**config.mk**
```make
export PLATFORM = sky130hd
export DESIGN_NAME = io_gpio
export DESIGN_NICKNAME = d
export VERILOG_FILES = /design/src/hw/io_pkg.sv /design/src/hw/io_gpio.sv
export SDC_FILE = /design/constraint.sdc
export NUM_CORES = 1
export LEC_CHECK = 0
export BUFFER_PORTS_ARGS = -buffer_cell sky130_fd_sc_hd__buf_2
export CORE_MARGIN = 2
export CORE_UTILIZATION = 44
export CTS_CLUSTER_DIAMETER = 100
export DETAILED_ROUTE_END_ITERATION = 8
export PLACE_DENSITY = 0.88
export SYNTH_ARGS = -nofsm -noshare
export SYNTH_HDL_FRONTEND = slang
export SYNTH_SLANG_ARGS = --single-unit
```
**constraint.sdc**
```tcl
create_clock -name CLK -period 1.5 [get_ports CLK]
set_clock_uncertainty 0.1 [all_clocks]
set_input_delay 0.075 -clock CLK [delete_from_list [all_inputs] [get_ports CLK]]
set_output_delay 0.075 -clock CLK [all_outputs]
set_load 0.03 [all_outputs]
```
**src/hw/io_pkg.sv**
```systemverilog
//~~~~~~~~~~~~~~~~~~~~~~~~~~~~~~~~~~~~~~~~~~~~~~~~~~~~~~~~~~~~~~~~~~~~
// io_pkg: shared widths, address map, register offsets and
// interrupt source indices of the IO port subsystem
//~~~~~~~~~~~~~~~~~~~~~~~~~~~~~~~~~~~~~~~~~~~~~~~~~~~~~~~~~~~~~~~~~~~~
package io_pkg;

	localparam int DATA_W     = 16;
	localparam int ADDR_W     = 16;
	localparam int REGION_W   = 4;	// upper address nibble
	localparam int REG_SEL_W  = 4;
	localparam int RAM_ADDR_W = 9;
	localparam int RAM_DEPTH  = 512;

	typedef logic [DATA_W-1:0]     data_t;
	typedef logic [ADDR_W-1:0]     addr_t;
	typedef logic [REGION_W-1:0]   region_t;
	typedef logic [REG_SEL_W-1:0]  reg_sel_t;
	typedef logic [RAM_ADDR_W-1:0] ram_addr_t;

	typedef struct packed {
		addr_t addr;
		data_t wdata;
		logic  wr;
	} io_req_t;

	// address windows
	localparam region_t REGION_GPIO    = 4'h1;
	localparam region_t REGION_IRQ     = 4'h7;
	localparam region_t REGION_SCRATCH = 4'h8;
	localparam region_t REGION_TIMER   = 4'h9;

	localparam reg_sel_t TIMER_RELOAD = 4'd0;	// also loads the count
	localparam reg_sel_t TIMER_CTRL   = 4'd1;	// bit 0 enable
	localparam reg_sel_t TIMER_COUNT  = 4'd2;	// read only

	localparam reg_sel_t GPIO_OUT       = 4'd0;
	localparam reg_sel_t GPIO_IN        = 4'd1;
	localparam reg_sel_t GPIO_EDGE_MASK = 4'd2;

	localparam reg_sel_t IRQ_PENDING = 4'd0;	// write 1 to clear
	localparam reg_sel_t IRQ_ENABLE  = 4'd1;

	localparam int GPIO_IN_BITS  = 6;
	localparam int GPIO_OUT_BITS = 4;

	localparam int IRQ_SOURCES = 2;
	localparam int IRQ_TIMER   = 0;
	localparam int IRQ_GPIO    = 1;

	typedef logic [IRQ_SOURCES-1:0] irq_vec_t;

endpackage

```
**src/hw/io_gpio.sv**
```systemverilog
//~~~~~~~~~~~~~~~~~~~~~~~~~~~~~~~~~~~~~~~~~~~~~~~~~~~~~~~~~~~~~~~~~~~~
// io_gpio: output pins, synchronized inputs and masked
// rising-edge events
//~~~~~~~~~~~~~~~~~~~~~~~~~~~~~~~~~~~~~~~~~~~~~~~~~~~~~~~~~~~~~~~~~~~~
`timescale 1ns/1ps

module io_gpio (
	input  logic                              CLK,
	input  logic                              RSTb,
	input  io_pkg::io_req_t                   req,
	input  logic                              wr,
	output io_pkg::data_t                     rdata,
	input  logic [io_pkg::GPIO_IN_BITS-1:0]   gpio_in,
	output logic [io_pkg::GPIO_OUT_BITS-1:0]  gpio_out,
	output logic                              gpio_event
);
	import io_pkg::*;

	reg_sel_t                 reg_sel;
	logic [GPIO_IN_BITS-1:0]  sync1_q;
	logic [GPIO_IN_BITS-1:0]  sync2_q;
	logic [GPIO_IN_BITS-1:0]  prev_q;	// last synchronized sample
	logic [GPIO_IN_BITS-1:0]  mask_q;
	logic [GPIO_IN_BITS-1:0]  rising;

	assign reg_sel = req.addr[REG_SEL_W-1:0];

	// mask bit set means the pin can interrupt
	assign rising = sync2_q & ~prev_q & mask_q;

	always_ff @(posedge CLK) begin
		if (!RSTb) begin
			sync1_q    <= '0;
			sync2_q    <= '0;
			prev_q     <= '0;
			mask_q     <= '0;
			gpio_out   <= '0;
			gpio_event <= 1'b0;
		end else begin
			sync1_q    <= gpio_in;
			sync2_q    <= sync1_q;
			prev_q     <= sync2_q;
			gpio_event <= |rising;	// third edge after the pin change
			if (wr && reg_sel == GPIO_OUT)
				gpio_out <= req.wdata[GPIO_OUT_BITS-1:0];
			if (wr && reg_sel == GPIO_EDGE_MASK)
				mask_q <= req.wdata[GPIO_IN_BITS-1:0];
		end
	end

	always_comb begin
		case (reg_sel)
			GPIO_OUT:       rdata = data_t'(gpio_out);
			GPIO_IN:        rdata = data_t'(sync2_q);
			GPIO_EDGE_MASK: rdata = data_t'(mask_q);
			default:        rdata = '0;
		endcase
	end

endmodule

```
### Word-level counts from Yosys, hierarchy flattened

Index checks and enable logic that the tools add are counted.

* logic and storage cells: 16
* bits in latches: 0
* bits in read-only memories: 0
* RAM bits: 0
* bits of input ports: 42
* memories kept: 0
* bits in registers: 29

* mux-type cells: 1
* add/sub/neg operators: 0
* shift operators: 0
* magnitude comparators: 0
* multiply operators: 0
* divide/modulo/power cells: 0
* bitwise gates (word level): 3
* eq/ne operators: 2
* reduce and logical (&&, ||, !) cells: 4

Operators with widths (number)
* $pmux 6 s3: 1
* $and 6x6->6: 2
* $not 6->6: 1
* $reduce_or 6->1: 1
* $eq 4x1->1 const B: 1
* $eq 4x2->1 const B: 1
* $logic_not 4->1: 1
* $logic_and 1x1->1: 2

### Logic depth before layout (Yosys ltp)

* word-level depth: 4
* gate-level depth with buffers: 5
* gate-level depth less buffers: 3

### Worst setup path after synthesis

Ideal clock, no wire load.

* kind: reg-to-output
* from: reg gpio_out[0] (netlist bit)
* to: out rdata[0]
* required time: 1.325 ns
* setup slack: -0.076 ns
* cell stages (with the launch flop): 4
* arrival: 1.401 ns
* path through: dfxtp_1 mux2i_1 a2bb2oi_1 nor3_1

* longest elaborated chain between the ends: 1

RTL lines
* start: declaration: RTL line io_gpio.sv:14 `output logic [io_pkg::GPIO_OUT_BITS-1:0] gpio_out,`
* start signal: assignment: RTL line io_gpio.sv:45 `gpio_out <= req.wdata[GPIO_OUT_BITS-1:0];`
* $pmux 6 s3: RTL line io_gpio.sv:52 `case (reg_sel)`
* end: declaration: RTL line io_gpio.sv:12 `output io_pkg::data_t rdata,`

Every way passes these cells.

### Final worst setup path

* from: reg sync2_q[4]
* to: out rdata[4]

* longest elaborated chain between the ends: 1

RTL lines
* start: declaration: RTL line io_gpio.sv:21 `logic [GPIO_IN_BITS-1:0] sync2_q;`
* start signal: assignment: RTL line io_gpio.sv:41 `sync2_q <= sync1_q;`
* $pmux 6 s3: RTL line io_gpio.sv:52

Every way passes these cells.

==> flow_summary.yaml <==
power:
  vdd_ir_drop_max_v: 0.0006764
  p_per_area_mw_per_mm2: 950.5
  p_clk_frac: 0.335
  power_switching_mw: 0.3769
  switching_share: 0.2566
  leakage_nw: 0.6578
  pwr-share-seq: 0.547
  cellInternalPower_mw: 1.092
  finalPower_mw: 1.469
  power_frac_comb: 0.118
timing:
  fin_crit_ns: 1.462
  hold_violations: 0
  fin_crit_sh: 0.9748
  setup_violations: 0
  setup_slack_ns: 0.03782
  drv_slew: 0
  max_freq_mhz: 683.9
global_routing:
  grt_pass1_vias: 977
  antenna_found_initial: 0
  grt_overflow: 0
  grt_start_max_net_pins: 30
  grt_pass1_wl_um: 4188
  grt_usage: 0.1733
placement:
  dp_hpwl_um: 1747
  place_congestion: 0.8547
  dp_slack_ns: 0.2216
  io_buffers: 29
routing:
  drt-initial-drc-count: 45
  drt_first_pass_iters: 4
  wire_per_inst_um: 13.14
  met3_length_um: 180
  drc: 0
  vias: 1057
  top_layer_used: "met4"
  drt_wl_total_um: 2654
  dr_wl_met2_um: 1373
  wl_met1_um: 1013
  viasPerCell: 5.233
  antenna_left: 0
clock_tree:
  tritoncts: "built"
  clk_latency_ns: 0.33
  ctsHtreeMaxLevel: 2
  cts_setup_buffers: 0
  numCtsBuffers: 5
  cts_root_buf: "clkbuf_4"
  cts_buffer_depth: 2
  path_clk_slew_ns: 0.09
  clock_sinks: 29
finish:
  nNetsFinal: 212
  syn2layout_area_growth_pct: 26.54
  drive_gt1_frac: 0.2807
  antenna_cells: 0
flow_run:
  cap_violations: 0
critical_path:
  crit_path_max_fanout: 3
  crit_required_ns: 1.32
  crit_path_start_kind: "flop"
  cp-end-kind: "output pin"
  cp_data_arrival_time_ns: 1.29
  critical_path_class: "reg2out"
synthesis:
  yosys.area.top_type: "dfxtp_1"
  yosysSeqAreaShare: 0.4754
  synth_cells: 130
  synth_top_area_share: 0.4754
  yosysMostFrequentCell: "dfxtp_1"
  async_reset_ff_frac: 0
  synth_cell_type_count: 24
  synth_warnings: 0
  synth-edff-count: 0
  synth_area_mm2: 0.001221
  synth-seq-cells: 29
  postSynthAreaPerCell_um2: 9.394
  yosys-top-cells-count: "29 x dfxtp_1, 18 x and2_1"
  synth_area_leaders: "dfxtp_1 48%, and2_1 9.2%, a21boi_1 6.1%"
  synth_flop_cell: "dfxtp_1"
die:
  initial_core_util: 0.4546
  rows: 19
  num_io_pins: 63
  die_x_um: 56.68
  fp.dieH_um: 56.68
  die-area_mm2: 0.003213
  core-area_mm2: 0.002686
run_status:
  outcome: "finished clean"
min_path:
  hp-class: "in2reg"
[repair_timing]
action / 4_1_cts / 5_1_grt
setup endpoints to repair: 0 / 2
resized for setup: 0 / 6
hold buffers: 12 / 0
endpoints found under the hold margin: 16 / 0
[flip-flops by register name, summed over array words and instances (netlist names)]
signal      cells
gpio_event      1
mask_q          6
sync1_q         6
gpio_out        4
prev_q          6
sync2_q         6
[routing by layer]
layer  track usage  vias up
met3       0.05300       14
met4       0.08844        0
met1        0.1894      488
li1              -      506
met5             0        -
met2        0.2990       49
[critical path: stages (launching register included)]
cell and delay (ns):
dfxtp_1 0.36, a22oi_1 0.09, nor3_1 0.25, buf_2 0.26
[layout make-up]
cell class / instances / area (µm²)
repair buffers: 43 / 285.3
clock buffers: 6 / 51.30
well taps: 31 / 38.79
fillers: 227 / 1141
clock inverters: 2 / 13.76
multi-input cells: 91 / 573.1
flip-flops and latches: 29 / 583.1
[power groups by stage]
stage	Sequential, mW	Clock (mW)	Combinational (mW)
finish	0.804	0.492	0.173
CTS	0.804	0.498	0.169
detailed placement	0.821	0	0.145
global route	0.806	0.540	0.186
global placement	0.819	0	0.140
floorplan	0.820	0	0.129
[kinds of logic (layout without fill, tap and decap cells)]
logic type,count (synthesis),count (layout),share of synthesized area
mux,4,4,0.03279
compound gates,30,30,0.1660
other cells,1,10,0.003071
flops,29,29,0.4754
simple gates,47,47,0.2182
buf+inv,19,51,0.1045
[final timing paths]
check	startpoint	endpoint	slack, ns	cells after the start
max	sync2_q[4]	rdata[4]	0.04	3
min	RSTb	gpio_event	0.07	2
max reg2reg	sync2_q[0]	gpio_event	0.49	3
min reg2reg	sync1_q[2]	sync2_q[2]	0.34	1
[metrics by stage]
step	hold WS [ns]	instances	TNS, ns	cell area [µm²]	util
detailed placement	0.1847	182	0	1346	0.5012
finish	0.06900	202	0	1545	0.5752
floorplan	0.1023	139	0	1275	-
CTS	0.07712	202	0	1531	0.5701
global route	0.09165	202	-0.01115	1545	0.5752
global placement	0.1805	182	0	1346	0.5012
[layout by cell type, fill, tap and decap left out, drive strengths merged, types with 3 or more instances in the layout]
master       instances
a21boi              10
a2bb2oi              4
and2                18
buf                 30
clkbuf               7
conb                10
dfxtp               29
dlygate4sd3         12
mux2i                4
nand2                6
nand3               10
nor3                 6
o21ai               10
o22ai                3
(Power assumes the default switching activity.)
