[config.mk]
export PLATFORM = sky130hd
export DESIGN_NAME = port_controller
export DESIGN_NICKNAME = d
export VERILOG_FILES = /design/src/hw/io_pkg.sv /design/src/hw/port_controller.sv
export SDC_FILE = /design/constraint.sdc
export NUM_CORES = 1
export LEC_CHECK = 0
export ABC_AREA = 0
export BUFFER_PORTS_ARGS = -buffer_cell sky130_fd_sc_hd__buf_2
export CAP_MARGIN = 20
export CORE_MARGIN = 2
export CORE_UTILIZATION = 35
export CTS_BUF_LIST = sky130_fd_sc_hd__clkbuf_8
export CTS_CLUSTER_DIAMETER = 120
export DETAILED_ROUTE_END_ITERATION = 10
export PLACE_DENSITY = 0.95
export REMOVE_ABC_BUFFERS = 1
export SYNTH_ARGS = -nofsm -noshare
export SYNTH_HDL_FRONTEND = slang
export SYNTH_SLANG_ARGS = --single-unit
[constraint.sdc]
create_clock -name CLK -period 2.7 [get_ports CLK]
set_clock_uncertainty 0.2 [all_clocks]
set_input_delay 0.54 -clock CLK [delete_from_list [all_inputs] [get_ports CLK]]
set_output_delay 0.54 -clock CLK [all_outputs]
set_load 0.03 [all_outputs]
[src/hw/io_pkg.sv]
//~~~~~~~~~~~~~~~~~~~~~~~~~~~~~~~~~~~~~~~~~~~~~~~~~~~~~~~~~~~~~~~~~~~~
// io_pkg: shared widths, address map, register offsets and
// interrupt source indices of the IO port subsystem
//~~~~~~~~~~~~~~~~~~~~~~~~~~~~~~~~~~~~~~~~~~~~~~~~~~~~~~~~~~~~~~~~~~~~
package io_pkg;

	localparam int DATA_W     = 16;
	localparam int ADDR_W     = 16;
	localparam int REGION_W   = 4;	// upper address nibble
	localparam int REG_SEL_W  = 4;
	localparam int RAM_ADDR_W = 9;
	localparam int RAM_DEPTH  = 512;

	typedef logic [DATA_W-1:0]     data_t;
	typedef logic [ADDR_W-1:0]     addr_t;
	typedef logic [REGION_W-1:0]   region_t;
	typedef logic [REG_SEL_W-1:0]  reg_sel_t;
	typedef logic [RAM_ADDR_W-1:0] ram_addr_t;

	typedef struct packed {
		addr_t addr;
		data_t wdata;
		logic  wr;
	} io_req_t;

	// address windows
	localparam region_t REGION_GPIO    = 4'h1;
	localparam region_t REGION_IRQ     = 4'h7;
	localparam region_t REGION_SCRATCH = 4'h8;
	localparam region_t REGION_TIMER   = 4'h9;

	localparam reg_sel_t TIMER_RELOAD = 4'd0;	// also loads the count
	localparam reg_sel_t TIMER_CTRL   = 4'd1;	// bit 0 enable
	localparam reg_sel_t TIMER_COUNT  = 4'd2;	// read only

	localparam reg_sel_t GPIO_OUT       = 4'd0;
	localparam reg_sel_t GPIO_IN        = 4'd1;
	localparam reg_sel_t GPIO_EDGE_MASK = 4'd2;

	localparam reg_sel_t IRQ_PENDING = 4'd0;	// write 1 to clear
	localparam reg_sel_t IRQ_ENABLE  = 4'd1;

	localparam int GPIO_IN_BITS  = 6;
	localparam int GPIO_OUT_BITS = 4;

	localparam int IRQ_SOURCES = 2;
	localparam int IRQ_TIMER   = 0;
	localparam int IRQ_GPIO    = 1;

	typedef logic [IRQ_SOURCES-1:0] irq_vec_t;

endpackage

[src/hw/port_controller.sv]
//~~~~~~~~~~~~~~~~~~~~~~~~~~~~~~~~~~~~~~~~~~~~~~~~~~~~~~~~~~~~~~~~~~~~
// port_controller: decodes the upper address nibble into write
// strobes and returns read data through a registered read mux
//~~~~~~~~~~~~~~~~~~~~~~~~~~~~~~~~~~~~~~~~~~~~~~~~~~~~~~~~~~~~~~~~~~~~
`timescale 1ns/1ps

module port_controller (
	input  logic            CLK,
	input  logic            RSTb,
	input  io_pkg::addr_t   address,
	input  io_pkg::data_t   data_in,
	input  logic            mem_wr,
	output io_pkg::io_req_t req,
	output logic            wr_timer,
	output logic            wr_gpio,
	output logic            wr_irq,
	output logic            wr_ram,
	input  io_pkg::data_t   rdata_timer,
	input  io_pkg::data_t   rdata_gpio,
	input  io_pkg::data_t   rdata_irq,
	input  io_pkg::data_t   rdata_ram,
	output io_pkg::data_t   data_out
);
	import io_pkg::*;

	region_t region;
	region_t region_q;	// window of the read in flight
	data_t   dout_next;
	data_t   dout_q;

	// request forwarded to every block
	assign req.addr  = address;
	assign req.wdata = data_in;
	assign req.wr    = mem_wr;

	assign region = address[ADDR_W-1 -: REGION_W];

	always_comb begin
		wr_timer  = 1'b0;
		wr_gpio   = 1'b0;
		wr_irq    = 1'b0;
		wr_ram    = 1'b0;
		dout_next = '0;
		case (region)
			REGION_GPIO: begin
				wr_gpio   = mem_wr;
				dout_next = rdata_gpio;
			end
			REGION_IRQ: begin
				wr_irq    = mem_wr;
				dout_next = rdata_irq;
			end
			REGION_SCRATCH: begin
				wr_ram = mem_wr;	// ram registers its own read
			end
			REGION_TIMER: begin
				wr_timer  = mem_wr;
				dout_next = rdata_timer;
			end
			default: ;	// dropped peripherals, writes ignored
		endcase
	end

	always_ff @(posedge CLK) begin
		if (!RSTb) begin
			region_q <= '0;
		end else begin
			region_q <= region;
		end
	end

	always_ff @(posedge CLK) begin
		dout_q <= dout_next;
	end

	// registered nibble picks which registered word goes out
	always_comb begin
		case (region_q)
			REGION_GPIO, REGION_IRQ, REGION_TIMER: data_out = dout_q;
			REGION_SCRATCH:                        data_out = rdata_ram;
			default:                               data_out = '0;
		endcase
	end

endmodule

* After elaboration in Yosys (flattened, before gate mapping)
Cells that the tools add are included.
** Storage, ports and cells
- Register bits :: 20
- Input port bits :: 99
- Output and inout port bits :: 53
- Logic and storage cells :: 17
** Cells by class
- Eq/ne operators :: 8
- Multiplexer cells :: 6
- Reduce and logical (&&, ||, !) cells :: 1
** Operators with widths (number)
- 16-bit case mux with 3 select lines :: 1
- 16-bit case mux with 2 select lines :: 1
- 4-bit == test (second input constant) :: 4
- 4-bit by 1-bit == test with 1-bit output (second input constant) :: 2
- 4-bit by 3-bit == test with 1-bit output (second input constant) :: 2
- 1-bit two-way mux :: 4
- 3-bit OR reduction :: 1

* Longest topological paths before layout
Gate-level depths: netlist (run 1).
- Depth in word-level cells :: 3
- Mapped depth :: 5
- Depth with buffers taken out :: 3

* Least setup slack after synthesis (run 1)
OpenSTA, ideal clock, no wires.
- Path type :: input-to-output
- From :: in address[13]
- To :: out wr_gpio
- Arrival time :: 1.484 ns
- Required time :: 1.960 ns
- Path slack :: 0.476 ns
- Cell stages on the path :: 3
- Path buffers :: 1
- Cell sequence :: nor4b_4 buf_2 and2_1
** On the way
- Cells in the longest elaborated chain, start to end :: 2
** RTL lines
- start: declaration :: RTL line port_controller.sv:10 : input io_pkg::addr_t address,
- 4-bit by 1-bit == test with 1-bit output :: RTL line port_controller.sv:44 : case (region)
- 1-bit two-way mux :: RTL line port_controller.sv:44
- end: declaration :: RTL line port_controller.sv:15 : output logic wr_gpio,
No other way between the ends.

* Final worst setup path (run 1)
- From :: reg region_q[2]
- To :: out data_out[10]
** On the way
- Cells in the longest elaborated chain, start to end :: 3
- Elaborated cells on any way between the ends :: 6
- Classes of those cells :: 4 x eq/ne; 1 x mux; 1 x reduce/logical
** RTL lines
- start: declaration :: RTL line port_controller.sv:27 : region_t region_q;
- start signal: assignment :: RTL line port_controller.sv:68 : region_q <= region;
- 4-bit by 1-bit == test with 1-bit output, or another cell as far along :: RTL line port_controller.sv:78 : case (region_q)
- 3-bit OR reduction :: RTL line port_controller.sv:78
- 16-bit case mux with 2 select lines (*) :: RTL line port_controller.sv:78
- end: declaration :: RTL line port_controller.sv:22 : output io_pkg::data_t data_out
Every way passes the cells marked *; elsewhere a longest branch is shown, timed or not.

==> impl_metrics.csv, run 1 <==
group,metric,value,unit
timing,tightest_slew,0.585,ns
routing,drt_pass1_iterations,5,
die,die_x,62.8,um
timing,whs,0.296,ns
finish,drive_gt1_share,57.8,%
setup_path,path_class,"register to output pin",
global_route,grt_use_total,19.3,%
finish,fin_util,46.0,%
global_route,grt_pass1_vias,1180,
timing,tns,0,ns
clock_tree,cts-resized-gates,0,
routing,routed_wl,3810,um
clock_tree,h-tree-depth,1,
setup_path,critPathMaxFanout,16,
synth,synth_top_family_by_area,"buffers and inverters",
power_and_ir_drop,pwr-share-seq,48.6,%
clock_tree,clk_pin_slew,0.07,ns
synth,synth-seq-cells,20,
clock_tree,post_cts_buffers,0,
finish,fin_cells,233,
status,status,"completed",
finish,final_nets,288,
die,io_pins,152,
timing,fmax,0.400,GHz
finish,area_growth_syn_to_layout,26.9,%
synth,syn_area,1210,um^2
setup_path,critPathRequiredTime,1.96,ns
power_and_ir_drop,cellInternalPower,0.000479,W
clock_tree,cts.path.max_buffers,2,
clock_tree,cts_tree,"yes",
power_and_ir_drop,pwr-share-clk,28.7,%
setup_path,crit_arrival,1.76,ns
die,core,3340,um^2
routing,postRouteAntennaNets,0,
power_and_ir_drop,p_leak,0.909,nW
place,dp.cells,230,
routing,wl_per_cell,16.4,um
synth,yosys.area_share.simple,11.6,%
power_and_ir_drop,power_switching,0.000169,W
timing,period_needed,2.50,ns
timing,rsz0062_at_grt,"false",
power_and_ir_drop,share_comb_of_total_power,22.7,%
setup_path,endpoint_kind,"output pin",
place,place_area,1490,um^2
clock_tree,cts_num_sinks,20,
global_route,grt_max_degree,17,
timing,period_share,92.5,%
synth,synthXorXnorAreaFrac,0,%
die,dieArea,3940,um^2
setup_path,critPathLaunchType,"register",
timing,drv_slew,0,
synth,synth.avg_cell_area,9.76,um^2
timing,setup_violations,0,
routing,via_per_inst,5.16,
run,maxCapViolations,0,
die,dieHeight,62.8,um
synth,synthAdderAreaFrac,0,%
power_and_ir_drop,switching_share,26.1,%
finish,design_area,1540,um^2
routing,drt_iter0_drc,77,
synth,yosys-mux-area-fraction,0,%
clock_tree,hold_buffers,0,
finish,antennaDiodeCount,0,
clock_tree,cts-root-buf,"clkbuf_8",
clock_tree,cts_inserted_buffers,3,
global_route,grt-ovfl-total,0,
global_route,antenna_found_initial,0,
power_and_ir_drop,peakVddDrop,0.000228,V
timing,hold_violations,0,
place,place_congestion,0.745,
die,num_rows,21,
synth,yosysWarnings,0,
synth,ys_seq_area_share,33.1,%
synth,synth_cell_types,18,
synth,synth_top_area_share,33.1,%
routing,drcViolationCount,0,
global_route,grt_pass1_wl,5740,um
synth,synth-compound-area-share,25.4,%
worst_hold_path,hp-class,"primary input to register",
power_and_ir_drop,power_density,422,nW/um^2
place,portBuffers,95,
timing,max-slew-margin-rel,61.0,%
synth,syn_inst,124,
synth,synth_area_leaders,"dfxtp_1, buf_4, a222oi_1, a22o_1, inv_1",
place,hpwl,3080,um
synth,synth_area_leader_cell,"dfxtp_1",
routing,num_vias,1202,
die,start_util,36.3,%
-- power groups by stage --
stage | Clock [W] | Combinational [W] | Sequential [W]
floorplan | 0 | 0.0000582 | 0.000321
global placement | 0 | 0.000145 | 0.000322
detailed placement | 0 | 0.000148 | 0.000322
CTS | 0.000195 | 0.000148 | 0.000315
global route | 0.000210 | 0.000160 | 0.000317
finish | 0.000186 | 0.000147 | 0.000315
-- flip-flops by register name (all words and copies together) (netlist names) --
name      cells
region_q      4
dout_q       16
-- cells by family after synthesis --
family / Yosys count
buffers and inverters: 56
AOI/OAI and AO/OA: 33
DFF: 20
and+or+nand+nor: 15
-- synthesized netlist by cell type --
cell type	instances
buf_4	33
a22o_1	16
and2_1	4
o21a_1	1
nor3b_1	1
buf_2	4
nor2_1	1
dfxtp_1	20
a222oi_1	16
inv_1	16
and4b_1	1
and2_2	2
nor4b_4	2
nor4bb_1	1
buf_6	3
and3b_1	1
nand3b_1	1
nor3_1	1
-- final timing paths --
check / endpoint / cells past startpoint / slack (ns) / start
setup / recovery: data_out[10] / 4 / 0.20 / region_q[2]$_SDFF_PN0_
hold / removal: dout_q[13]$_DFF_P_ / 3 / 0.30 / rdata_gpio[13]
-- layout by cell type, fill, tap and decap left out --
cell type   n
and2_2      2
inv_1      16
nor4bb_4    1
nor3b_1     1
and2_1      4
nor3_1      1
and4b_1     1
buf_2      95
a22o_1     16
nor2_1      1
clkbuf_8    3
dfxtp_1    20
nand3b_1    1
nor4b_4     2
buf_4       5
o21a_1      1
a222oi_1   16
and3b_1     1
-- final cells by class --
class	count	area, um^2
repair buffers	100	513
clock buffers	3	41.3
fillers	334	1800
inverters	16	60.1
flip-flops and latches	20	400
well taps	46	57.6
multi-input cells	48	463
-- layer usage --
layer  vias up  global-route usage [%]  wire length (um)
met5         -                    9.72                28
met4         2                    5.00                19
met3         4                    13.2               609
met2       101                    28.6              1600
met1       541                    22.0              1550
li1        554                       -                 -
-- metrics by stage --
stage | power, W | setup WS [ns]
floorplan | 0.000379 | 0.312
global placement | 0.000467 | 0.478
detailed placement | 0.000470 | 0.437
CTS | 0.000659 | 0.157
global route | 0.000687 | 0.0606
finish | 0.000648 | 0.202
-- worst max-delay path, cell delays in order, from the launching register on --
cell and delay [ns]:
dfxtp_1 0.39, and3b_1 0.18, o21a_1 0.51, a22o_1 0.24
buf_2 0.19
Note: power is estimated with default switching activity, not from simulation.
==> run 2, diff against run 1 <==
- CORE_UTILIZATION: 35 -> 33
- PLACE_DENSITY: 0.95 -> default
- PLACE_DENSITY_LB_ADDON: default -> 0.05
- REMOVE_ABC_BUFFERS: 1 -> default
- clock period: 2.7 -> 2.36 ns (I/O delays scaled with it)
==> run 2 against run 1 <==
Flip-flop and latch count stayed put. Wire length is 12% lower. First-iteration DRC count shrank 1.3%. Clock power rose by 78%. Critical path type unchanged. Critical endpoint unchanged.
==> impl_metrics.csv, run 2 (synthesis gave the netlist of run 1 again) <==
group,metric,value,unit
die,io_pins,152,
place,portBuffers,95,
finish,regMostFlops,"dout_q",
setup_path,critPathLaunchType,"register",
timing,tns,0,ns
global_route,grt-ovfl-total,0,
setup_path,critical_path_buf_inv_count,1,
routing,wl_met1,1220,um
finish,fin_util,45.6,%
synth,syn_nets,223,
routing,postRouteAntennaNets,0,
finish,largest_reg_flops,16,
setup_path,crit_arrival,1.57,ns
clock_tree,cts_tree,"yes",
clock_tree,h-tree-depth,1,
routing,routed_wl,3360,um
clock_tree,cts_num_sinks,20,
die,start_util,35.4,%
global_route,grt_pass1_wl,5190,um
place,hpwl,2710,um
setup_path,cpPeakStageDelay,0.40,ns
clock_tree,cts.path.max_buffers,2,
clock_tree,hold_buffers,0,
timing,period_share,94.9,%
global_route,grt_use_total,16.0,%
finish,n_fill_cell,357,
timing,max-slew-margin-rel,39.8,%
timing,period_needed,2.24,ns
timing,setup_violations,0,
die,dieHeight,64.6,um
power_and_ir_drop,peakVddDrop,0.000207,V
routing,drt_iter0_drc,76,
die,num_rows,21,
global_route,grt_max_degree,17,
clock_tree,clk_pin_slew,0.07,ns
routing,num_vias,1165,
setup_path,endpoint_kind,"output pin",
power_and_ir_drop,p_leak,0.918,nW
timing,drv_slew,0,
timing,rsz0062_at_grt,"false",
finish,top_regs,"dout_q (16), region_q (4)",
worst_hold_path,hp-class,"primary input to register",
setup_path,critPathRequiredTime,1.69,ns
finish,drive_gt1_share,58.3,%
finish,antennaDiodeCount,0,
clock_tree,cts_inserted_buffers,3,
clock_tree,post_cts_buffers,0,
timing,tightest_slew,0.902,ns
place,place_congestion,0.675,
clock_tree,cts-resized-gates,1,
setup_path,crit_chain,"and3b_1 > o21a_2 > a22o_1 > buf_2",
setup_path,critPathMaxFanout,16,
die,core,3420,um^2
finish,area_growth_syn_to_layout,28.9,%
routing,drcViolationCount,0,
finish,final_common_cell,"buf_2",
routing,dr_wl_met2,1610,um
die,dieArea,4170,um^2
routing,met3_length,424,um
setup_path,path_class,"register to output pin",
status,status,"completed",
run,maxCapViolations,0,
routing,via_per_inst,5.00,
timing,hold_violations,0,
routing,wl_per_cell,14.4,um
routing,drt_pass1_iterations,5,
global_route,grt_pass1_vias,1096,
clock_tree,cts-root-buf,"clkbuf_8",
finish,mostFrequentLayoutCells,"buf_2, dfxtp_1, a22o_1, a222oi_1, inv_1",
finish,final_nets,287,
routing,top_layer,"met4",
setup_path,cp_slowest_cell,"dfxtp_1",
power_and_ir_drop,power_density,552,nW/um^2
global_route,antenna_found_initial,0,
finish,multi_input_area,464,um^2
timing,fmax,0.447,GHz
die,die_x,64.6,um
finish,layout.area.seq,400,um^2
setup_path,crit_family,"compound AO/OA/AOI/OAI gates",
## run 2: per-layer routing
metal  GRT usage, %  up-vias
met5              0        -
met2           26.6       88
li1               -      554
met3           5.38       14
met1           17.8      509
met4           9.04        0
## run 2: area by class of cell
class | count | share of cell area [%]
multi-input combinational | 48 | 29.8
sequential | 20 | 25.7
tap | 46 | 3.69
clock buffer | 3 | 2.65
inverter | 16 | 3.85
timing repair buffer | 99 | 32.4
clock inverter | 1 | 1.93
## run 2: final timing paths
path              startpoint           endpoint  cells after the start
max   region_q[1]$_SDFF_PN0_       data_out[10]                      4
min            rdata_gpio[0]  dout_q[0]$_DFF_P_                      3
## run 2: per-stage QoR
step	setup WS (ns)	cells	instance area, um^2	total power, W	hold slack [ns]
floorplan	0.272	124	1210	0.000543	0.391
detailed placement	0.173	229	1490	0.000538	0.483
global route	0.0217	233	1560	0.000908	0.208
global placement	0.246	229	1490	0.000534	0.478
finish	0.121	233	1560	0.000861	0.221
CTS	0.0978	233	1560	0.000875	0.215
## run 2: power by group
group          switching (W)  internal [W]  total (W)
logic              0.0000871     0.0000804   0.000168
clock network       0.000106      0.000226   0.000332
registers         0.00000733      0.000354   0.000361
total               0.000200      0.000660   0.000861
