## config.mk

```make
export PLATFORM = sky130hd
export DESIGN_NAME = interrupt_controller
export DESIGN_NICKNAME = d
export VERILOG_FILES = /design/src/hw/io_pkg.sv /design/src/hw/interrupt_controller.sv
export SDC_FILE = /design/constraint.sdc
export NUM_CORES = 1
export LEC_CHECK = 0
export BUFFER_PORTS_ARGS = -buffer_cell sky130_fd_sc_hd__buf_2
export CORE_AREA = 4 4 42 44
export DETAILED_ROUTE_END_ITERATION = 10
export DIE_AREA = 0 0 46 48
export PLACE_DENSITY = 0.84
export SLEW_MARGIN = 0
export SYNTH_ARGS = -nofsm -noshare
export SYNTH_HDL_FRONTEND = slang
export SYNTH_SLANG_ARGS = --single-unit
```

## constraint.sdc

```tcl
create_clock -name CLK -period 1.1 [get_ports CLK]
set_clock_uncertainty 0.05 [all_clocks]
set_input_delay 0.055 -clock CLK [delete_from_list [all_inputs] [get_ports CLK]]
set_output_delay 0.055 -clock CLK [all_outputs]
set_load 0.1 [all_outputs]
```

## src/hw/io_pkg.sv

```systemverilog
//~~~~~~~~~~~~~~~~~~~~~~~~~~~~~~~~~~~~~~~~~~~~~~~~~~~~~~~~~~~~~~~~~~~~
// io_pkg: shared widths, address map, register offsets and
// interrupt source indices of the IO port subsystem
//~~~~~~~~~~~~~~~~~~~~~~~~~~~~~~~~~~~~~~~~~~~~~~~~~~~~~~~~~~~~~~~~~~~~
package io_pkg;

	localparam int DATA_W     = 16;
	localparam int ADDR_W     = 16;
	localparam int REGION_W   = 4;	// upper address nibble
	localparam int REG_SEL_W  = 4;
	localparam int RAM_ADDR_W = 9;
	localparam int RAM_DEPTH  = 512;

	typedef logic [DATA_W-1:0]     data_t;
	typedef logic [ADDR_W-1:0]     addr_t;
	typedef logic [REGION_W-1:0]   region_t;
	typedef logic [REG_SEL_W-1:0]  reg_sel_t;
	typedef logic [RAM_ADDR_W-1:0] ram_addr_t;

	typedef struct packed {
		addr_t addr;
		data_t wdata;
		logic  wr;
	} io_req_t;

	// address windows
	localparam region_t REGION_GPIO    = 4'h1;
	localparam region_t REGION_IRQ     = 4'h7;
	localparam region_t REGION_SCRATCH = 4'h8;
	localparam region_t REGION_TIMER   = 4'h9;

	localparam reg_sel_t TIMER_RELOAD = 4'd0;	// also loads the count
	localparam reg_sel_t TIMER_CTRL   = 4'd1;	// bit 0 enable
	localparam reg_sel_t TIMER_COUNT  = 4'd2;	// read only

	localparam reg_sel_t GPIO_OUT       = 4'd0;
	localparam reg_sel_t GPIO_IN        = 4'd1;
	localparam reg_sel_t GPIO_EDGE_MASK = 4'd2;

	localparam reg_sel_t IRQ_PENDING = 4'd0;	// write 1 to clear
	localparam reg_sel_t IRQ_ENABLE  = 4'd1;

	localparam int GPIO_IN_BITS  = 6;
	localparam int GPIO_OUT_BITS = 4;

	localparam int IRQ_SOURCES = 2;
	localparam int IRQ_TIMER   = 0;
	localparam int IRQ_GPIO    = 1;

	typedef logic [IRQ_SOURCES-1:0] irq_vec_t;

endpackage

```

## src/hw/interrupt_controller.sv

```systemverilog
//~~~~~~~~~~~~~~~~~~~~~~~~~~~~~~~~~~~~~~~~~~~~~~~~~~~~~~~~~~~~~~~~~~~~
// interrupt_controller: pending and enable registers for the timer
// and GPIO events, one registered CPU interrupt line
//~~~~~~~~~~~~~~~~~~~~~~~~~~~~~~~~~~~~~~~~~~~~~~~~~~~~~~~~~~~~~~~~~~~~
`timescale 1ns/1ps

module interrupt_controller (
	input  logic             CLK,
	input  logic             RSTb,
	input  io_pkg::io_req_t  req,
	input  logic             wr,
	output io_pkg::data_t    rdata,
	input  logic             timer_event,
	input  logic             gpio_event,
	output io_pkg::irq_vec_t irq,
	output logic             interrupt
);
	import io_pkg::*;

	reg_sel_t reg_sel;
	irq_vec_t events;
	irq_vec_t clear;
	irq_vec_t pending_q;
	irq_vec_t enable_q;

	assign reg_sel = req.addr[REG_SEL_W-1:0];

	always_comb begin
		events            = '0;
		events[IRQ_TIMER] = timer_event;
		events[IRQ_GPIO]  = gpio_event;
	end

	// write 1s to clear pending bits
	assign clear = (wr && reg_sel == IRQ_PENDING) ? req.wdata[IRQ_SOURCES-1:0] : '0;

	always_ff @(posedge CLK) begin
		if (!RSTb) begin
			pending_q <= '0;
			enable_q  <= '0;
			interrupt <= 1'b0;
		end else begin
			pending_q <= (pending_q & ~clear) | events;	// set wins over clear
			if (wr && reg_sel == IRQ_ENABLE)
				enable_q <= req.wdata[IRQ_SOURCES-1:0];
			interrupt <= |irq;	// one cycle behind irq
		end
	end

	assign irq = pending_q & enable_q;

	always_comb begin
		case (reg_sel)
			IRQ_PENDING: rdata = data_t'(pending_q);
			IRQ_ENABLE:  rdata = data_t'(enable_q);
			default:     rdata = '0;
		endcase
	end

endmodule

```

# == Word-level counts from Yosys, hierarchy flattened ==
# Cells that the tools add are included.
# totals
reg_bits,5
in_bits,38
out_inout_bits,19
elab_cells,14
# op_classes
n_eq_ne,1
bitwise_logic,4
reduce_logical,4
mux,2
# ops
operator,count
$and 2x2->2,2
$eq 4x1->1 const B,1
$logic_not 4->1,1
$pmux 2 s2,1
$logic_and 1x1->1,2
$mux 2,1
$not 2->2,1
$or 2x2->2,1
$reduce_or 2->1,1

# == Depth between registers and ports, before layout ==
# Gate-level depths: netlist (run 1).
# depth
depth_word,6
ltp_mapped,3
mapped_depth_nobuf,3

# == Worst setup path before layout (run 1) ==
# Ideal clock, no wire load.
# synth_path
path_kind,reg-to-output
from,register enable_q[0]
to,output rdata[0]
t_arrival_ns,3.204
t_required_ns,0.995
path_buffers,0
stages_incl_launch_ff,3
slack_ns,-2.209
cell_sequence,dfxtp_1 mux2i_1 nor4_1
# synth_via
elab_chain_len,1
# synth_lines
item,line,source
"start, declared",interrupt_controller.sv:24,irq_vec_t enable_q;
"start signal, assigned",interrupt_controller.sv:45,enable_q <= req.wdata[IRQ_SOURCES-1:0];
$pmux 2 s2,interrupt_controller.sv:53,case (reg_sel)
"end, declared",interrupt_controller.sv:12,"output io_pkg::data_t rdata,"
# Every way passes these cells.

# == Final worst setup path (run 1) ==
# Same ends and word-level chain as after synthesis.

==> impl_results.md, run 1 <==
- Violated checks: setup timing
- First-pass iteration count of the detailed router: 4
- Residual DRC: 0
- DP HPWL: 660 um
- # Post-CTS Setup Buffers: 0
- IO Pins: 57
- Cell Area, Synth: 355 um2
- Design Power: 705 uW
- Commonest register cell after synthesis: dfxtp_1
- CTS Sinks: 5
- Hold Fails Final Rpt: 0
- Worst-path clk slew: 40 ps
- Met1 Usage GRT: 6.18%
- Wire length per cell: 9.71 um
- Critical Path AT: 1090 ps
- Max-capacitance violation count: 0
- Number of library cell types mapped by synthesis: 13
- Maximum VDD drop: 0.358 mV
- Total Wirelength: 748 um
- CTS max path bufs: 2
- Fillers: 147
- Share of cells above drive strength 1: 52.5%
- Setup crit end kind: primary output
- Worst-Skew Late Latency: 240 ps
- FF-to-FF setup slack: 220 ps
- Total CTS buffers: 3
- Initial core utilization: 24.7%
- GRT Util Overall: 7.47%
- Synthesized area per cell: 8.67 um2
- Met3 track utilization from global routing: 1.13%
- Layout net count: 100
- Core area: 1440 um2
- RSZ-0062 raised after global routing: yes
- H-tree Lvls: 1
- Post-synth EDFFs: 0
- CP top delay family: flip-flops
- Port Buffer Count: 15
- Area of the multi-input gates: 256 um2
- Root Buffer: clkbuf_4
- Ys async rst share: 0%
- Seq. cell area: 105 um2
- Worst setup path class: flip-flop to primary output
- Crit path buf inv count: 1
- Met2 usage: 12.4%
- GP Congestion: 0.661
- Vias: 315
- Design Area, Final: 573 um2
- Remaining antenna violation count: 0
- Cts repair resizes: 6
- Sequential cell area fraction in the yosys report: 28.2%
- Final worst slack: -90.3 ps
- Gate Count Post-Synth: 41
- Area leader, netlist: buf_4
- Tmin final: 1190 ps
- Clock power share: 29.8%
- GR Overflow Total: 0
- Switching share of power: 47.6%
- DR vias/cell: 4.09
- Hold WC Path Type: input port to flip-flop
- Highest cell delay on the worst timing path: 350 ps
- First DRT Iteration DRCs: 3
- Synth warnings: 0
- Yosys reg bits: 5
- Psw: 335 uW
- FP Rows: 14
- Initial antenna violation count: 0
- Die area: 2210 um2
- Hold Worst Slack: 13.7 ps
- PwrDens: 1230 nW/um2
- Hold-fix buffers, CTS: 0
- Die H: 48 um
- Die Wd: 46 um
- Largest net degree at the start of global routing: 8
- Period utilisation layout: 108%
- Startpoint types: flip-flop
- Post-Route Setup TNS: -173 ps
- Comb pwr share: 42.1%
- Antenna diodes: 0
- Share of total power in sequential cells: 28.1%
- Final Slew Violations: 0
- Synth-to-layout area growth: 61.3%
- FMAX: 0.840 GHz
- CTS tree: built
- First-pass GRT wire length: 1060 um
- Status: finished, violations left
- Main area contributors after synthesis: buf_4 (30%), dfxtp_1 (28%), mux2i_1 (11%)
- Yosys top cell area share: 29.6%
- Slowest-stage cell, CP: dfxtp_2
- Most frequent cell after synthesis: buf_4
- Cell-internal power: 369 uW
- CP max FO: 3
- Gr busiest metal: met2
- Most common library cells after synthesis: buf_4 (14), dfxtp_1 (5), mux2i_1 (4), nand2_1 (4)
- Cell Area, Placed: 517 um2
- Cell Chain, Critical Path: mux2i_4 -> nor4_4 -> buf_12
- Final setup viols: 2
- Crit path required time: 1000 ps
- Vias in the first global route: 291
- Static Leakage: 0.000242 uW
## power by group through the flow
stage / sequential, uW / combinational, uW / clock [uW]
6_report: 198 / 297 / 210
5_1_grt: 199 / 306 / 225
4_1_cts: 195 / 291 / 221
3_5_place_dp: 196 / 288 / 0
3_3_place_gp: 196 / 285 / 0
2_1_floorplan: 196 / 278 / 0
## tightest hold or removal path: cells and delay by family
family / cells / cell delay, ps
buffers and inverters: 1 / 100
and+or+nand+nor: 1 / 50
muxes: 1 / 50
## metrics by stage
step                instances  setup WS, ps  util (%)
floorplan                  54          -405         -
global placement           73           103      36.0
detailed placement         73          77.2      36.0
CTS                        77          -110      38.7
global route               77          -128      39.9
finish                     77         -90.3      39.9
## logic make-up (layout without fill, tap and decap cells)
logic type	count (synthesis)	count (layout)	share of synthesized area (%)
buffers and inverters	14	21	29.6
AND/OR/NAND/NOR	12	12	22.2
AO/OA/AOI/OAI	5	5	7.75
flip-flops	5	5	28.2
multiplexers	4	4	11.3
other	1	14	1.06
## area by class of cell
class,instances,area share (%)
multi-input combinational,35,44.8
sequential,5,18.3
clock buffer,4,4.59
timing repair buffer,17,28.8
tap,16,3.49
## sequential cells by signal (all words and copies together), names as in the netlist
| name | cells |
|---|---|
| enable_q | 2 |
| interrupt | 1 |
| pending_q | 2 |
## layout by cell type, fill, tap and decap left out
cell,synthesis,routed
a21oi_1,2,2
and2_2,0,2
and2_4,1,1
buf_12,0,5
buf_2,0,10
buf_4,14,2
clkbuf_1,0,1
clkbuf_4,0,3
conb_1,1,14
dfxtp_1,5,1
dfxtp_2,0,4
mux2i_1,4,2
mux2i_4,0,2
nand2_1,4,4
nor3b_1,2,2
nor4_4,0,2
nor4b_2,1,1
o21a_1,1,1
o21ai_0,2,2
## final timing paths
kind / to / startpoint / cells past startpoint
max reg2reg: interrupt / pending_q[0] / 2
min: enable_q[1] / req[2] / 3
min reg2reg: enable_q[1] / enable_q[1] / 2
max: rdata[0] / enable_q[0] / 3
## layer usage
metal  share of wire (%)  routed length, um
met5                   0                  0
met4                 1.9                 14
met3                  11                 83
met2                  57                423
met1                  30                226
No activity file was read; power rests on OpenSTA's default activity.
==> run 2, diff against run 1 <==
CELL_PAD_IN_SITES_DETAIL_PLACEMENT = 1   (was not set)
CELL_PAD_IN_SITES_GLOBAL_PLACEMENT = 1   (was not set)
CORE_AREA = 4 4 51 53   (was 4 4 42 44)
DIE_AREA = 0 0 55 57   (was 0 0 46 48)
PLACE_DENSITY = 0.9   (was 0.84)
clock period = 1.5 ns   (was 1.1 ns; I/O delays follow)
==> impl_results.md, run 2 (synthesized netlist as in run 1, its figures left out) <==
- Status: finished, final reports clean
- Inst Count DP: 83 (+14%)
- Core area: 2150 um2 (+50%)
- Final worst slack: 83.4 ps (+174 ps)
- Critical Path AT: 1290 ps (+200 ps)
- Highest-count cells in the layout ignoring fill and taps: conb_1 (14), buf_2 (14), dfxtp_1 (5)
- Tmin final: 1420 ps
- Static Leakage: 0.000218 uW (-10%)
- IO Pins: 57 (unchanged)
- CP max FO: 3 (unchanged)
- Hold path depth: 3 (unchanged)
- Period utilisation layout: 94.4%
- Maximum VDD drop: 0.273 mV (-24%)
- Top flop regs: enable_q (2), pending_q (2), interrupt (1)
- Initial antenna violation count: 0 (unchanged)
- Wire length per cell: 9.74 um (+0.22%)
- Antenna diodes: 0 (unchanged)
- Setup WS pre-CTS: 316 ps (+239 ps)
- Layout net count: 98 (-2.0%)
- Final setup viols: 0 (-2)
- Max-capacitance violation count: 0 (unchanged)
- Largest net degree at the start of global routing: 8 (unchanged)
- PwrDens: 1090 nW/um2 (-12%)
- First-pass GRT wire length: 1210 um (+14%)
- CTS Sinks: 5 (unchanged)
- GR Overflow Total: 0 (unchanged)
- RSZ-0062 raised after global routing: no
- Die H: 57 um (+19%)
- FF-to-FF setup slack: 690 ps (+470 ps)
- Worst-Skew Late Latency: 250 ps (about the same)
- Die Wd: 55 um (+20%)
- Residual DRC: 0 (unchanged)
- Port Buffer Count: 15 (unchanged)
- CP Launch Point: pending_q[1]
- Vias: 309 (-1.9%)
- Reg2Reg Depth: 2 (unchanged)
- Highest cell delay on the worst timing path: 460 ps (+110 ps)
- Vias in the first global route: 313 (+7.6%)
- FMAX: 0.706 GHz
- FP Rows: 17 (+3)
- First-pass iteration count of the detailed router: 1 (-3)
- Share of cells above drive strength 1: 37.3% (-15 points)
- Die area: 3140 um2 (+42%)
- DR vias/cell: 3.55 (-13%)
- Total Wirelength: 847 um (+13%)
- DP HPWL: 797 um (+21%)
- Hold Fails Final Rpt: 0 (unchanged)
- Initial core utilization: 16.5% (-8.2 points)
- CTS tree: built
- # Post-CTS Setup Buffers: 0 (unchanged)
- GRT Util Overall: 5.54% (-1.9 points)
- Setup crit end kind: primary output
- Worst-path clk slew: 50 ps (about the same)
- CTS max path bufs: 2 (unchanged)
- CP endpoint: rdata[1]
- Final Slew Violations: 0 (unchanged)
- Cell Chain, Critical Path: mux2i_1 -> nor4_4 -> buf_2
- Root Buffer: clkbuf_4
- First DRT Iteration DRCs: 0 (-3)
- Crit path required time: 1370 ps (+370 ps)
- Reg2reg end: interrupt
- H-tree Lvls: 1 (unchanged)
- Post-route insts no fill: 87 (+13%)
- Total CTS buffers: 3 (unchanged)
- Reg2reg start: pending_q[0]
- Synth-to-layout area growth: 31.7%
- Slowest-stage cell, CP: buf_2
- Startpoint types: flip-flop
- Worst setup path class: flip-flop to primary output
- Hold WC Path Type: input port to flip-flop
- Remaining antenna violation count: 0 (unchanged)
- GP Congestion: 0.575 (-13%)
## run 2: changes by cell type in the layout (fill, tap and decap cells not counted), sizes merged
cell / previous run / this run
buf: 17 / 14
clkbuf: 4 / 5
## run 2: critical path, delay by kind of cell (launching register included)
family	cells	cell delay, ps
buffers and inverters	1	460
flip-flops	1	340
AND/OR/NAND/NOR	1	130
multiplexers	1	110
## run 2: worst min path at each step
stage          slack [ps]           to  startpoint
4_1_cts                40  enable_q[1]      req[2]
3_3_place_gp          290  enable_q[1]      req[2]
3_5_place_dp          300  enable_q[1]      req[2]
6_report               40  enable_q[1]      req[2]
2_1_floorplan         140    interrupt        RSTb
5_1_grt                60  enable_q[0]      req[1]
## run 2: layer usage
layer	vias to the layer above	GRT usage [%]	wire, um
li1	146	-	-
met4	0	4.17	23
met5	-	0	0
met1	142	4.74	242
met3	3	2.09	95
met2	18	9.80	485
## run 2: where the power goes
| group | internal [uW] | leakage [uW] | switching [uW] |
|---|---|---|---|
| clock network | 101 | 0.0000150 | 60.6 |
| registers | 138 | 0.0000410 | 3.13 |
| logic | 20.2 | 0.000162 | 185 |
## run 2: cell type report
| type | count | area [um2] |
|---|---|---|
| clock buffers | 4 | 26.3 |
| fillers | 258 | 1680 |
| multi-input cells | 35 | 229 |
| flip-flops and latches | 5 | 100 |
| well taps | 28 | 35.0 |
| repair buffers | 15 | 77.6 |
## run 2: what timing repair did
item                                    4_1_cts  5_1_grt
gates resized for setup                       0        1
hold buffers                                  0        0
hold endpoints to repair                      0        0
endpoints found under the setup margin        0        1
## run 2: metrics by stage
stage | utilization [%] | setup TNS (ps) | hold slack, ps | total power [uW] | instance area [um2]
after global placement | 20.4 | 0 | 290 | 346 | 439
after global routing | 21.8 | 0 | 62.5 | 528 | 468
after floorplan | - | -50.1 | 143 | 347 | 434
after detailed placement | 20.4 | 0 | 301 | 349 | 439
after CTS | 21.7 | 0 | 35.9 | 516 | 465
final | 21.8 | 0 | 38.0 | 508 | 468
==> run 3, diff against run 2 <==
PLACE_DENSITY = not set   (was 0.9)
PLACE_DENSITY_LB_ADDON = 0.1   (was not set)
==> impl_results.md, run 3 (synthesized netlist as in run 1, its figures left out) <==
- Remaining antenna violation count: 0 (unchanged)
- First-pass iteration count of the detailed router: 1 (unchanged)
- Worst-Skew Late Latency: 240 ps (about the same)
- Max-capacitance violation count: 0 (unchanged)
- Cts repair resizes: 0 (unchanged)
- Critical Path AT: 1180 ps (-110 ps)
- # Post-CTS Setup Buffers: 0 (unchanged)
- Maximum VDD drop: 0.295 mV (+8.4%)
- Clock power share: 31.4% (-0.4 points)
- Comb pwr share: 40.8% (+0.4 points)
- Die Wd: 55 um (unchanged)
- Synth-to-layout area growth: 39.4%
- Share of cells above drive strength 1: 37.3% (unchanged)
- FMAX: 0.763 GHz (+8.2%)
- Setup crit end kind: primary output
- Highest-count cells in the layout ignoring fill and taps: conb_1 (14), buf_2 (13), dfxtp_1 (5)
- PwrDens: 1020 nW/um2 (-5.7%)
- Final Slew Violations: 0 (unchanged)
- Hold WC Path Type: input port to flip-flop
- DR vias/cell: 3.40 (-4.2%)
- Status: finished, final reports clean
- Residual DRC: 0 (unchanged)
- Vias in the first global route: 304 (-2.9%)
- Wire length per cell: 9.16 um (-5.9%)
- IO Pins: 57 (unchanged)
- Die area: 3140 um2 (unchanged)
- H-tree Lvls: 1 (unchanged)
- Hold Worst Slack: 46.4 ps (+8.42 ps)
- Root Buffer: clkbuf_4
- CTS tree: built
- Reg2Reg Depth: 2 (unchanged)
- GRT Util Overall: 4.98% (-0.56 points)
- Total CTS buffers: 3 (unchanged)
- GR Overflow Total: 0 (unchanged)
- Final setup viols: 0 (unchanged)
- Initial core utilization: 16.5% (unchanged)
- Design Power: 507 uW (-0.17%)
- FP Rows: 17 (unchanged)
- Static Leakage: 0.000224 uW (+2.7%)
- Worst setup path class: flip-flop to primary output
- Hold path depth: 3 (unchanged)
- Largest net degree at the start of global routing: 8 (unchanged)
- Setup WS pre-CTS: 337 ps (+21.3 ps)
- Period utilisation layout: 87.3% (-7.1 points)
- Psw: 246 uW (-1.1%)
- Core area: 2150 um2 (unchanged)
- Antenna diodes: 0 (unchanged)
- Startpoint types: flip-flop
- RSZ-0062 raised after global routing: no
- First DRT Iteration DRCs: 0 (unchanged)
- Layout net count: 98 (unchanged)
- Hold-fix buffers, CTS: 0 (unchanged)
- Total Wirelength: 797 um (-5.9%)
- CP max FO: 3 (unchanged)
- Initial antenna violation count: 0 (unchanged)
- Crit path required time: 1370 ps (about the same)
- Final worst slack: 190 ps (+107 ps)
- Cell-internal power: 261 uW (+0.75%)
- Final Util: 23.1% (+1.3 points)
- Die H: 57 um (unchanged)
- Switching share of power: 48.5% (-0.47 points)
- CTS max path bufs: 2 (unchanged)
- Share of total power in sequential cells: 27.8% (about the same)
- Port Buffer Count: 15 (unchanged)
- Hold Fails Final Rpt: 0 (unchanged)
- Tmin final: 1310 ps (-107 ps)
- Commonest non-fill, non-tap cell in the layout: conb_1
- DP HPWL: 720 um (-9.6%)
- Vias: 296 (-4.2%)
- Worst-path clk slew: 50 ps (about the same)
- First-pass GRT wire length: 1120 um (-6.9%)
- Top flop regs: enable_q (2), pending_q (2), interrupt (1)
- CTS Sinks: 5 (unchanged)
- GP Congestion: 0.611 (+6.3%)
-- run 3: cell type report --
class / count / area, um2
clock buffers: 4 / 26.3
fillers: 271 / 1650
multi-input cells: 35 / 229
flip-flops and latches: 5 / 100
well taps: 28 / 35.0
repair buffers: 15 / 105
-- run 3: path summary, 6_finish.rpt --
check / from / endpoint / slack, ps
worst max-delay path: enable_q[0] / irq[0] / 190
worst min-delay path: req[2] / enable_q[1] / 50
worst max register to register: pending_q[0] / interrupt / 670
worst min register to register: enable_q[0] / enable_q[0] / 430
-- run 3: power by group through the flow --
stage / clock network, uW / logic [uW] / registers (uW)
2_1_floorplan: 0 / 204 / 144
3_3_place_gp: 0 / 207 / 144
3_5_place_dp: 0 / 207 / 144
4_1_cts: 169 / 207 / 141
5_1_grt: 172 / 214 / 141
6_report: 159 / 207 / 141
-- run 3: metal layers --
metal	vias to the layer above	global-route usage [%]	share of wire, %
met5	-	0	0
met4	0	3.13	2.6
met3	2	2.61	11
met2	19	8.28	50
met1	128	4.60	36
li1	147	-	-
-- run 3: critical path: stages (launching register included) --
cell and delay, ps:
dfxtp_1 340, and2_1 170, buf_2 440
-- run 3: per-stage QoR --
step	setup TNS, ps	instance area (um2)	instances
after floorplan	-50.1	434	54
after global placement	0	469	83
after detailed placement	0	469	83
after CTS	0	495	87
after global routing	0	495	87
final	0	495	87
